<file path="src/source/arcade_ctrl_pkg.sv">
/*
  Shared constants for the arcade player-input and control subsystem
  Joystick buttons are active low and scan codes are PS/2 set 2
*/
package arcade_ctrl_pkg;

  //////////////////////////////////////////////////
  // Joystick shift-register chain
  //////////////////////////////////////////////////
  localparam int JOY_FRAME_LEN  = 26;   // Cycles per chain frame, load included
  localparam int JOY_W          = 12;
  localparam int JOY_START      = 8;    // Start / player button
  localparam int JOY_COIN       = 9;
  localparam int JOY_SYS        = 11;   // Reset on joy1, reboot on joy2
  localparam int JOY_FIRST_SLOT = 2;    // First counter value that carries a bit

  // Frame order as {word select, bit index}; select 1 steers into joy2
  localparam logic [4:0] JOY_ORDER [JOY_FRAME_LEN-JOY_FIRST_SLOT] = '{
    {1'b0, 4'(JOY_START)}, 5'd6, 5'd5, 5'd4,
    5'd3, 5'd2, 5'd1, 5'd0,
    {1'b1, 4'(JOY_START)}, 5'd22, 5'd21, 5'd20,
    5'd19, 5'd18, 5'd17, 5'd16,
    5'd26, {1'b1, 4'(JOY_SYS)}, {1'b1, 4'(JOY_COIN)}, 5'd23,
    5'd10, {1'b0, 4'(JOY_SYS)}, {1'b0, 4'(JOY_COIN)}, 5'd7
  };

  //////////////////////////////////////////////////
  // PS/2 keyboard
  //////////////////////////////////////////////////
  localparam int PS2_FRAME_BITS = 11;   // Start, 8 data, parity, stop
  localparam int PS2_TIMEOUT    = 64;   // Idle-high cycles that abort a frame

  localparam logic [7:0] SC_BREAK  = 8'hF0;
  localparam logic [7:0] SC_EXT    = 8'hE0;
  localparam logic [7:0] SC_CTRL   = 8'h14;
  localparam logic [7:0] SC_ALT    = 8'h11;
  localparam logic [7:0] SC_DEL    = 8'h71;
  localparam logic [7:0] SC_BKSP   = 8'h66;
  localparam logic [7:0] SC_SCROLL = 8'h7E;   // Video mode toggle
  localparam logic [7:0] SC_F12    = 8'h07;   // Key mode toggle

  // Hold times
  localparam int POR_HOLD    = 256;
  localparam int REBOOT_HOLD = 8;

endpackage

</file>
<file path="src/source/joy_serial_reader.sv">
/*
  Reads two 12-bit joystick words from a parallel-load shift chain
  clocked by ena_x. Bits update one at a time as they arrive, so a word
  can mix two frames for up to one frame period.
*/
module joy_serial_reader (
  input  logic                               ena_x,
  input  logic                               pll_lckd,
  input  logic                               joy_data,
  output logic                               joy_load,
  output logic [arcade_ctrl_pkg::JOY_W-1:0]  joy1,
  output logic [arcade_ctrl_pkg::JOY_W-1:0]  joy2
);

  logic [4:0] frame_cnt;
  logic [4:0] slot_idx;
  logic [4:0] slot;       // {word select, bit index}
  logic       in_slot;

  //////////////////////////////////////////////////
  // Frame counter and load strobe
  //////////////////////////////////////////////////
  always_ff @(posedge ena_x or negedge pll_lckd) begin
    if (!pll_lckd) begin
      frame_cnt <= '0;
    end else if (frame_cnt == 5'(arcade_ctrl_pkg::JOY_FRAME_LEN - 1)) begin
      frame_cnt <= '0;
    end else begin
      frame_cnt <= frame_cnt + 5'd1;
    end
  end

  assign joy_load = (frame_cnt != '0);   // Low in slot 0 only

  //////////////////////////////////////////////////
  // Bit steering
  //////////////////////////////////////////////////
  assign in_slot  = (frame_cnt >= 5'(arcade_ctrl_pkg::JOY_FIRST_SLOT));
  assign slot_idx = frame_cnt - 5'(arcade_ctrl_pkg::JOY_FIRST_SLOT);

  always_comb begin
    slot = '0;
    if (in_slot) begin
      slot = arcade_ctrl_pkg::JOY_ORDER[slot_idx];
    end
  end

  always_ff @(posedge ena_x or negedge pll_lckd) begin
    if (!pll_lckd) begin
      joy1 <= '1;   // All buttons released
      joy2 <= '1;
    end else if (in_slot) begin
      if (slot[4]) begin
        joy2[slot[3:0]] <= joy_data;
      end else begin
        joy1[slot[3:0]] <= joy_data;
      end
    end
  end

  // One load cycle per frame, every frame
  property p_load_once_per_frame;
    @(posedge ena_x) disable iff (!pll_lckd)
      !joy_load |=> joy_load [*arcade_ctrl_pkg::JOY_FRAME_LEN-1] ##1 !joy_load;
  endproperty

  a_load_once_per_frame : assert property (p_load_once_per_frame)
    else $error("joy_load strobe not once per frame");

endmodule

</file>
<file path="src/source/ps2_rx.sv">
/*
  PS/2 device-to-host receiver sampled on ena_x
  ena_x must run well above the PS/2 clock (about 10 kHz)
  Bad parity or stop bit drops the byte and flags frame_err
*/
module ps2_rx (
  input  logic       ena_x,
  input  logic       pll_lckd,
  input  logic       ps2_clk,
  input  logic       ps2_data,
  output logic [7:0] rx_byte,
  output logic       byte_valid,
  output logic       frame_err
);

  localparam int IDLE_W = $clog2(arcade_ctrl_pkg::PS2_TIMEOUT);

  logic [2:0]        clk_sync;    // Two sync stages plus edge history
  logic [1:0]        data_sync;
  logic              clk_fall;
  logic              rx_bit;
  logic [3:0]        bit_cnt;     // 0 idle, 1..9 data and parity, 10 stop
  logic [IDLE_W-1:0] idle_cnt;
  logic [8:0]        shreg;       // Parity in bit 8, data LSB at bit 0
  logic              last_bit;

  always_ff @(posedge ena_x or negedge pll_lckd) begin
    if (!pll_lckd) begin
      clk_sync  <= '1;
      data_sync <= '1;
    end else begin
      clk_sync  <= {clk_sync[1:0], ps2_clk};
      data_sync <= {data_sync[0], ps2_data};
    end
  end

  assign clk_fall = clk_sync[2] & ~clk_sync[1];
  assign rx_bit   = data_sync[1];
  assign last_bit = (bit_cnt == 4'(arcade_ctrl_pkg::PS2_FRAME_BITS - 1));

  //////////////////////////////////////////////////
  // Frame control
  //////////////////////////////////////////////////
  always_ff @(posedge ena_x or negedge pll_lckd) begin
    if (!pll_lckd) begin
      bit_cnt    <= '0;
      idle_cnt   <= '0;
      byte_valid <= 1'b0;
      frame_err  <= 1'b0;
    end else begin
      byte_valid <= 1'b0;
      frame_err  <= 1'b0;
      if (clk_fall) begin
        idle_cnt <= '0;
        if (bit_cnt == '0) begin
          if (!rx_bit) bit_cnt <= 4'd1;   // Start bit seen
        end else if (last_bit) begin
          bit_cnt <= '0;
          if (rx_bit && (^shreg)) begin   // Stop high and odd parity
            byte_valid <= 1'b1;
          end else begin
            frame_err <= 1'b1;
          end
        end else begin
          bit_cnt <= bit_cnt + 4'd1;
        end
      end else if ((bit_cnt != '0) && clk_sync[1]) begin
        // Clock stuck high mid-frame
        if (idle_cnt == IDLE_W'(arcade_ctrl_pkg::PS2_TIMEOUT - 1)) begin
          bit_cnt  <= '0;
          idle_cnt <= '0;
        end else begin
          idle_cnt <= idle_cnt + 1'b1;
        end
      end
    end
  end

  // Data and parity shift in LSB first
  always_ff @(posedge ena_x) begin
    if (clk_fall && (bit_cnt != '0) && !last_bit) begin
      shreg <= {rx_bit, shreg[8:1]};
    end
  end

  assign rx_byte = shreg[7:0];   // Stable until the next frame starts

  a_valid_err_exclusive : assert property (
    @(posedge ena_x) disable iff (!pll_lckd) !(byte_valid && frame_err))
    else $error("byte_valid and frame_err together");

  a_valid_single : assert property (
    @(posedge ena_x) disable iff (!pll_lckd) byte_valid |=> !byte_valid)
    else $error("byte_valid longer than one cycle");

  a_err_single : assert property (
    @(posedge ena_x) disable iff (!pll_lckd) frame_err |=> !frame_err)
    else $error("frame_err longer than one cycle");

endmodule

</file>
<file path="src/source/key_switches.sv">
/*
  Scan code decoder for mode toggles and reset key combinations
  The E0 prefix is ignored so left and right modifiers act the same
*/
module key_switches (
  input  logic       ena_x,
  input  logic       pll_lckd,
  input  logic [7:0] rx_byte,
  input  logic       byte_valid,
  output logic       video_mode,
  output logic       key_mode,
  output logic       reset_key,
  output logic       master_reset
);

  logic brk_pend;    // Next code is a release
  logic ctrl_down;
  logic alt_down;
  logic is_prefix;
  logic is_make;
  logic combo_held;

  assign is_prefix  = (rx_byte == arcade_ctrl_pkg::SC_BREAK) ||
                      (rx_byte == arcade_ctrl_pkg::SC_EXT);
  assign is_make    = byte_valid && !is_prefix && !brk_pend;
  assign combo_held = ctrl_down && alt_down;

  //////////////////////////////////////////////////
  // Prefix and modifier tracking
  //////////////////////////////////////////////////
  always_ff @(posedge ena_x or negedge pll_lckd) begin
    if (!pll_lckd) begin
      brk_pend  <= 1'b0;
      ctrl_down <= 1'b0;
      alt_down  <= 1'b0;
    end else if (byte_valid) begin
      if (rx_byte == arcade_ctrl_pkg::SC_BREAK) begin
        brk_pend <= 1'b1;
      end else if (rx_byte != arcade_ctrl_pkg::SC_EXT) begin
        brk_pend <= 1'b0;   // Any real code consumes the break
        if (rx_byte == arcade_ctrl_pkg::SC_CTRL) ctrl_down <= !brk_pend;
        if (rx_byte == arcade_ctrl_pkg::SC_ALT)  alt_down  <= !brk_pend;
      end
    end
  end

  //////////////////////////////////////////////////
  // Toggles and reset pulses
  //////////////////////////////////////////////////
  always_ff @(posedge ena_x or negedge pll_lckd) begin
    if (!pll_lckd) begin
      video_mode   <= 1'b0;
      key_mode     <= 1'b0;
      reset_key    <= 1'b0;
      master_reset <= 1'b0;
    end else begin
      reset_key    <= 1'b0;
      master_reset <= 1'b0;
      if (is_make) begin
        case (rx_byte)
          arcade_ctrl_pkg::SC_SCROLL: video_mode   <= ~video_mode;
          arcade_ctrl_pkg::SC_F12:    key_mode     <= ~key_mode;
          arcade_ctrl_pkg::SC_DEL:    reset_key    <= combo_held;
          arcade_ctrl_pkg::SC_BKSP:   master_reset <= combo_held;
          default: ;
        endcase
      end
    end
  end

endmodule

</file>
<file path="src/source/input_mapper.sv">
/*
  Maps joysticks, board buttons and key states onto core control inputs
  Every output is registered one cycle behind its inputs
  core_reset holds for POR_HOLD+1 cycles after reset release
*/
module input_mapper (
  input  logic                              ena_x,
  input  logic                              pll_lckd,
  input  logic [arcade_ctrl_pkg::JOY_W-1:0] joy1,
  input  logic [arcade_ctrl_pkg::JOY_W-1:0] joy2,
  input  logic [1:0]                        btn,
  input  logic                              reset_key,
  input  logic                              video_mode,
  input  logic                              key_mode,
  input  logic [1:0]                        scandbl_ctrl,
  output logic                              core_reset,
  output logic [1:0]                        coin,
  output logic [1:0]                        player,
  output logic [5:0]                        joy_a,
  output logic [5:0]                        joy_b,
  output logic                              tv15khz,
  output logic [1:0]                        led
);

  logic [7:0] por_cnt;
  logic       por_done;

  //////////////////////////////////////////////////
  // Power-on hold
  //////////////////////////////////////////////////
  always_ff @(posedge ena_x or negedge pll_lckd) begin
    if (!pll_lckd) begin
      por_cnt  <= '0;
      por_done <= 1'b0;
    end else if (!por_done) begin
      por_cnt <= por_cnt + 8'd1;
      if (por_cnt == 8'(arcade_ctrl_pkg::POR_HOLD - 1)) por_done <= 1'b1;
    end
  end

  //////////////////////////////////////////////////
  // Registered mappings
  //////////////////////////////////////////////////
  always_ff @(posedge ena_x or negedge pll_lckd) begin
    if (!pll_lckd) begin
      core_reset <= 1'b1;
      coin       <= '1;   // Active low, idle
      player     <= '1;
      joy_a      <= '1;
      joy_b      <= '1;
      tv15khz    <= 1'b1;
      led        <= '0;
    end else begin
      core_reset <= !por_done || reset_key || !joy1[arcade_ctrl_pkg::JOY_SYS] || !btn[1];
      coin       <= {joy2[arcade_ctrl_pkg::JOY_COIN],
                     joy1[arcade_ctrl_pkg::JOY_COIN] & btn[0]};
      player     <= {joy2[arcade_ctrl_pkg::JOY_START], joy1[arcade_ctrl_pkg::JOY_START]};
      joy_a      <= joy1[5:0];   // Directions and fire
      joy_b      <= joy2[5:0];
      tv15khz    <= !video_mode;
      led        <= {scandbl_ctrl[0] ^ video_mode, key_mode};
    end
  end

endmodule

</file>
<file path="src/source/reboot_trigger.sv">
/*
  Turns a held reboot request into one reconfiguration pulse
  A master_reset pulse is latched until the hold completes
*/
module reboot_trigger (
  input  logic ena_x,
  input  logic pll_lckd,
  input  logic master_reset,
  input  logic joy2_sys,      // Active low
  output logic reboot
);

  localparam int HOLD_W = $clog2(arcade_ctrl_pkg::REBOOT_HOLD);

  logic              mr_latch;
  logic              armed;
  logic              req;
  logic              fire;
  logic [HOLD_W-1:0] hold_cnt;

  assign req  = master_reset || mr_latch || !joy2_sys;
  assign fire = req && armed && (hold_cnt == HOLD_W'(arcade_ctrl_pkg::REBOOT_HOLD - 1));

  always_ff @(posedge ena_x or negedge pll_lckd) begin
    if (!pll_lckd) begin
      mr_latch <= 1'b0;
      armed    <= 1'b1;
      hold_cnt <= '0;
      reboot   <= 1'b0;
    end else begin
      mr_latch <= master_reset || (mr_latch && armed && !fire);
      reboot   <= fire;
      if (!req) begin
        armed    <= 1'b1;   // Rearm once the request is gone
        hold_cnt <= '0;
      end else if (fire) begin
        armed    <= 1'b0;
        hold_cnt <= '0;
      end else if (armed) begin
        hold_cnt <= hold_cnt + 1'b1;
      end
    end
  end

  a_reboot_single : assert property (
    @(posedge ena_x) disable iff (!pll_lckd) reboot |=> !reboot)
    else $error("reboot longer than one cycle");

endmodule

</file>
<file path="src/source/arcade_ctrl_top.sv">
/*
  Player-input and control subsystem top level
  The joystick chain is clocked straight from ena_x
*/
module arcade_ctrl_top (
  input  logic       ena_x,
  input  logic       pll_lckd,
  input  logic       joy_data,
  output logic       joy_clk,
  output logic       joy_load,
  input  logic       ps2_clk,
  input  logic       ps2_data,
  input  logic [1:0] btn,
  input  logic [1:0] scandbl_ctrl,
  output logic       core_reset,
  output logic [1:0] coin,
  output logic [1:0] player,
  output logic [5:0] joy_a,
  output logic [5:0] joy_b,
  output logic       tv15khz,
  output logic [1:0] led,
  output logic       reboot
);

  logic [arcade_ctrl_pkg::JOY_W-1:0] joy1;
  logic [arcade_ctrl_pkg::JOY_W-1:0] joy2;
  logic [7:0]                        rx_byte;
  logic                              byte_valid;
  logic                              video_mode;
  logic                              key_mode;
  logic                              reset_key;
  logic                              master_reset;

  assign joy_clk = ena_x;

  //////////////////////////////////////////////////
  // Input side
  //////////////////////////////////////////////////
  joy_serial_reader joy_i (
    .ena_x(ena_x), .pll_lckd(pll_lckd), .joy_data(joy_data),
    .joy_load(joy_load), .joy1(joy1), .joy2(joy2)
  );

  ps2_rx ps2_i (
    .ena_x(ena_x), .pll_lckd(pll_lckd), .ps2_clk(ps2_clk), .ps2_data(ps2_data),
    .rx_byte(rx_byte), .byte_valid(byte_valid), .frame_err()
  );

  key_switches keys_i (
    .ena_x(ena_x), .pll_lckd(pll_lckd), .rx_byte(rx_byte), .byte_valid(byte_valid),
    .video_mode(video_mode), .key_mode(key_mode),
    .reset_key(reset_key), .master_reset(master_reset)
  );

  // Mapping and reboot
  input_mapper map_i (
    .ena_x(ena_x), .pll_lckd(pll_lckd), .joy1(joy1), .joy2(joy2), .btn(btn),
    .reset_key(reset_key), .video_mode(video_mode), .key_mode(key_mode),
    .scandbl_ctrl(scandbl_ctrl), .core_reset(core_reset), .coin(coin),
    .player(player), .joy_a(joy_a), .joy_b(joy_b), .tv15khz(tv15khz), .led(led)
  );

  reboot_trigger reboot_i (
    .ena_x(ena_x), .pll_lckd(pll_lckd), .master_reset(master_reset),
    .joy2_sys(joy2[arcade_ctrl_pkg::JOY_SYS]), .reboot(reboot)
  );

endmodule

</file>
<file path="config.mk">
export PLATFORM = sky130hd
export DESIGN_NAME = arcade_ctrl_top
export DESIGN_NICKNAME = d
export VERILOG_FILES = /design/src/source/arcade_ctrl_pkg.sv /design/src/source/joy_serial_reader.sv /design/src/source/ps2_rx.sv /design/src/source/key_switches.sv /design/src/source/input_mapper.sv /design/src/source/reboot_trigger.sv /design/src/source/arcade_ctrl_top.sv
export SDC_FILE = /design/constraint.sdc
export NUM_CORES = 1
export LEC_CHECK = 0
export BUFFER_PORTS_ARGS = -buffer_cell sky130_fd_sc_hd__buf_4
export CAP_MARGIN = 20
export CORE_ASPECT_RATIO = 1.75
export CORE_MARGIN = 2
export CORE_UTILIZATION = 35
export CTS_CLUSTER_DIAMETER = 200
export DETAILED_ROUTE_END_ITERATION = 8
export SLEW_MARGIN = 20
export SYNTH_ARGS = -nofsm -noshare
export SYNTH_HDL_FRONTEND = slang
export SYNTH_HIERARCHICAL = 1
export SYNTH_SLANG_ARGS = --single-unit
export TNS_END_PERCENT = 100
</file>
<file path="constraint.sdc">
create_clock -name ena_x -period 2.5 [get_ports ena_x]
set_input_delay 0.375 -clock ena_x [delete_from_list [all_inputs] [get_ports ena_x]]
set_output_delay 0.375 -clock ena_x [all_outputs]
set_load 0.02 [all_outputs]
</file>
# ---- Yosys cells after proc, flatten, opt, wreduce, memory -nomap -nowiden
# Memories as Yosys holds them, arrays and structs flattened.
# Cells that the tools add are included.
dict set report totals {
  latchBits 0
  mem_bits_rw 0
  input_bits 9
  elab_cells 143
  memories 1
  reg_bits 96
  mem_bits_ro 160
  out_inout_bits 23
}
dict set report op_classes {
  n_lt_le_gt_ge 4
  n_bitwise 9
  n_reduce_logical 43
  n_mux 34
  shifts 0
  div_mod_pow 0
  eq_ne 17
  multipliers 0
  addsub 6
}
# name words word_bits rd rd_ports_with_merged_regs write_ports line
set mem_list {}
lappend mem_list {{(no name shown)} 32 5 1 0 0 joy_serial_reader.sv:44} ;# slot = arcade_ctrl_pkg::JOY_ORDER[slot_idx];
# operator count
set op_table {}
lappend op_table {{$bwmux 12} 2}
lappend op_table {{$eq 8x7->1 const B} 3}
lappend op_table {{$eq 8x8->1 const B} 3}
lappend op_table {{$mux 4} 6}
lappend op_table {{$mux 5} 4}
lappend op_table {{$mux 6} 3}
lappend op_table {{$eq 8x5->1 const B} 2}
lappend op_table {{$mux 1} 15}
lappend op_table {{$logic_and 1x1->1} 12}
lappend op_table {{$reduce_and 2->1} 5}
lappend op_table {{$logic_not 1->1} 9}
lappend op_table {{$mux 3} 3}
lappend op_table {{$reduce_xor 9->1} 1}
lappend op_table {{$add 8x1->8 const B} 1}
lappend op_table {{$eq 8x3->1 const B} 1}
lappend op_table {{$ne 8x8->1 const B} 1}
lappend op_table {{$reduce_and 4->1} 2}
lappend op_table {{$logic_or 1x1->1} 7}
lappend op_table {{$add 6x1->6 const B} 1}
lappend op_table {{$eq 6x6->1 const B} 1}
lappend op_table {{$ge 6x6->1 const B} 1}
lappend op_table {{$not 5->6} 1}
lappend op_table {{$reduce_bool 2->1} 3}
lappend op_table {{$add 5x1->5 const B} 1}
lappend op_table {{other kinds (20)} 25}

# ---- Logic depth before layout (Yosys ltp)
dict set report depth {
  depth_word 11
  depth_mapped 10
  mapped_depth_nobuf 7
}

# ---- Cells and area by module
# Netlist, hierarchy kept.
# mod cells_each area_per_inst_um2 seq_area_each_um2 n_inst
set modules_own_cells {}
lappend modules_own_cells {joy_serial_reader 170 1774.2 755.7 1}
lappend modules_own_cells {ps2_rx 96 1223.7 701.9 1}
lappend modules_own_cells {input_mapper 55 963.4 748.2 1}
lappend modules_own_cells {key_switches 34 380.4 175.2 1}
lappend modules_own_cells {reboot_trigger 23 280.3 151.4 1}
lappend modules_own_cells {arcade_ctrl_top 1 7.5 0.0 1}

==> flow_summary_export.csv <==
group,metric,value,unit
status,status,"complete, but fails checks",
status,violations,"negative hold slack",
sta,fmax,409,MHz
flow_run,max_cap_violations,0,
logic_synthesis,synth_cells,359,
floorplan,rows,53,
detailed_routing,vias_per_cell,5.01,
setup_path,arrival,2.82,ns
grt,gr-total-overflow,0,
grt,antenna_found_initial,0,
detailed_routing,vias,2859,
power,ir_worst_vdd,0.435,mV
setup_path,critPathMaxFanout,4,
floorplan,die_w,88.2,µm
sta,slew_headroom,51.5,%
power,clockPowerShare,44.0,%
cts,path_clk_slew,0.07,ns
power,power.total,0.00388,W
sta,worst_pin_slew,0.728,ns
detailed_routing,wl_per_cell,14.4,µm
final_layout,nNetsFinal,426,
power,intPower,0.00290,W
floorplan,ios,32,
hold_path,hold_class,"in2async",
final_layout,drive_gt1_share,36.5,%
detailed_routing,firstDrtPassIters,4,
setup_path,critPathSlowestCell,"or4_1",
sta,holdWs,-0.0646,ns
power,cellLeakagePower,2.20,nW
cts,hold_buffers,0,
detailed_routing,ant_nets,0,
logic_synthesis,syn_nets,384,
detailed_routing,wl,8.21,mm
cts,clkLatencyLatePin,0.45,ns
grt,grt_max_degree,82,
setup_path,required,2.88,ns
place,dp_hpwl,5.77,mm
power,comb_power_share,11.7,%
final_layout,layout.cells.non_filler,571,
place,io_buffers,30,
power,switching_power,0.000982,W
setup_path,cp-end-kind,"flop",
setup_path,critPathLaunchType,"flop",
detailed_routing,drt_iter0_drc,98,
place,placed_area,0.00479,mm²
floorplan,die_area,0.0133,mm²
sta,fin_crit_sh,97.9,%
power,p_sw_share,25.3,%
logic_synthesis,avgSynthCellArea,12.1,µm²
sta,finalHoldViolCount,39,
floorplan,start_util,36.0,%
setup_path,critPathKind,"reg2reg",
final_layout,final_area,0.00522,mm²
grt,first_global_vias,2949,
final_layout,syn2layout_area_growth,20.3,%
power,power_frac_seq,44.3,%
detailed_routing,drc,0,
power,powerDensity,744,mW/mm²
logic_synthesis,ys_warn_count,6,
place,placedCellCount,552,
sta,fin_crit,2.45,ns
grt,grt_util_all_layers,13.8,%
sta,skew,0.00612,ns
setup_path,crit_chain,"inv_1 > ha_1 > or2_2 > a2111oi_4 > o21ai_2 > or4_1 > mux2_1",
place,place.gp.congestion,0.808,
final_layout,diodes,0,
sta,drv_slew,0,
grt,grt_pass1_wl,13.9,mm
logic_synthesis,syn_area,0.00434,mm²
cts,cts_tree,"yes",
floorplan,coreArea,0.0121,mm²
sta,setup_viol,0,
final_layout,fillers,1180,
setup_path,max_stage_delay,0.43,ns
floorplan,die_y,151,µm
## routing by layer
metal  share of wire [%]  vias up  wire (µm)  track usage (%)
met4                 3.2        0        260             10.4
met3                 3.3       17        267             2.94
li1                    -     1385          -                -
met5                   0        -          0                0
met2                  54       60       4450             23.1
met1                  39     1397       3240             15.0
## registers in the layout, indices dropped and copies added (netlist names), 3 cells and up
register / cells
joy_i/frame_cnt: 5
joy_i/joy1: 9
joy_i/joy2: 9
map_i/joy_a: 6
map_i/joy_b: 6
map_i/por_cnt: 8
ps2_i/bit_cnt: 4
ps2_i/clk_sync: 3
ps2_i/idle_cnt: 6
ps2_i/shreg: 9
reboot_i/hold_cnt: 3
## cells in the final DEF, fill, tap and decap left out, types with 6 or more instances in the layout
cell type	count
nor2_1	16
buf_4	47
nand3_1	13
xnor2_1	10
o31ai_1	6
o21ai_0	6
inv_1	12
edfxtp_1	9
ha_1	16
nor3_1	16
dfrtp_1	39
dfstp_2	42
clkbuf_16	13
nand2b_1	11
nand2_1	20
mux2_2	16
a21oi_1	12
## metrics by stage
stage / utilization (%) / setup slack (ns) / hold slack, ns / TNS (ns)
after global routing: 43.3 / -0.0198 / 0.0115 / -0.0198
after global placement: 39.7 / 0.0753 / 0.347 / 0
after floorplan: - / 0.00944 / 0.0794 / 0
after CTS: 43.0 / 0.0387 / 0.0119 / 0
after detailed placement: 39.7 / 0.0588 / 0.348 / 0
final: 43.3 / 0.0526 / -0.0646 / 0
## repair_timing
item	CTS	global route
resized for setup	0	6
endpoints found under the setup margin	0	4
setup buffers	0	0
## worst max-delay path: cells and delay by family (launching register included)
kind	cells	cell delay [ns]
and+or+nand+nor	2	0.76
AOI/OAI and AO/OA	2	0.47
DFF	1	0.40
adders and majority gates	1	0.33
muxes	1	0.33
buffers and inverters	1	0.08
## final timing paths
check                      depth (start not counted)                  to  slack (ns)                from
min                                                1     keys_i/key_mode       -0.06            pll_lckd
max reg2reg                                        7      joy_i/joy2[11]        0.05  joy_i/frame_cnt[2]
max                                                7      joy_i/joy2[11]        0.05  joy_i/frame_cnt[2]
min in group ena_x                                 1  ps2_i/data_sync[0]        0.03            ps2_data
max in group asynchronous                          1   ps2_i/idle_cnt[0]        2.05            pll_lckd
min reg2reg                                        0   ps2_i/clk_sync[1]        0.36   ps2_i/clk_sync[0]
## power groups by stage
stage | clock [W] | combinational (W) | sequential (W)
detailed placement | 0.0000467 | 0.000458 | 0.00175
global placement | 0.0000467 | 0.000441 | 0.00174
floorplan | 0.0000467 | 0.000349 | 0.00172
global route | 0.00183 | 0.000508 | 0.00174
CTS | 0.00176 | 0.000462 | 0.00172
finish | 0.00171 | 0.000455 | 0.00172
## cell type report
type	instances	area, µm²	share of cell area, %
Tap cell	165	206	3.95
Clock inverter	6	68.8	1.32
Inverter	12	45.0	0.863
Multi-Input combinational cell	237	1860	35.6
Timing Repair Buffer	47	357	6.83
Clock buffer	14	333	6.38
Sequential cell	90	2350	45.0
No activity file was read; power rests on OpenSTA's default activity.
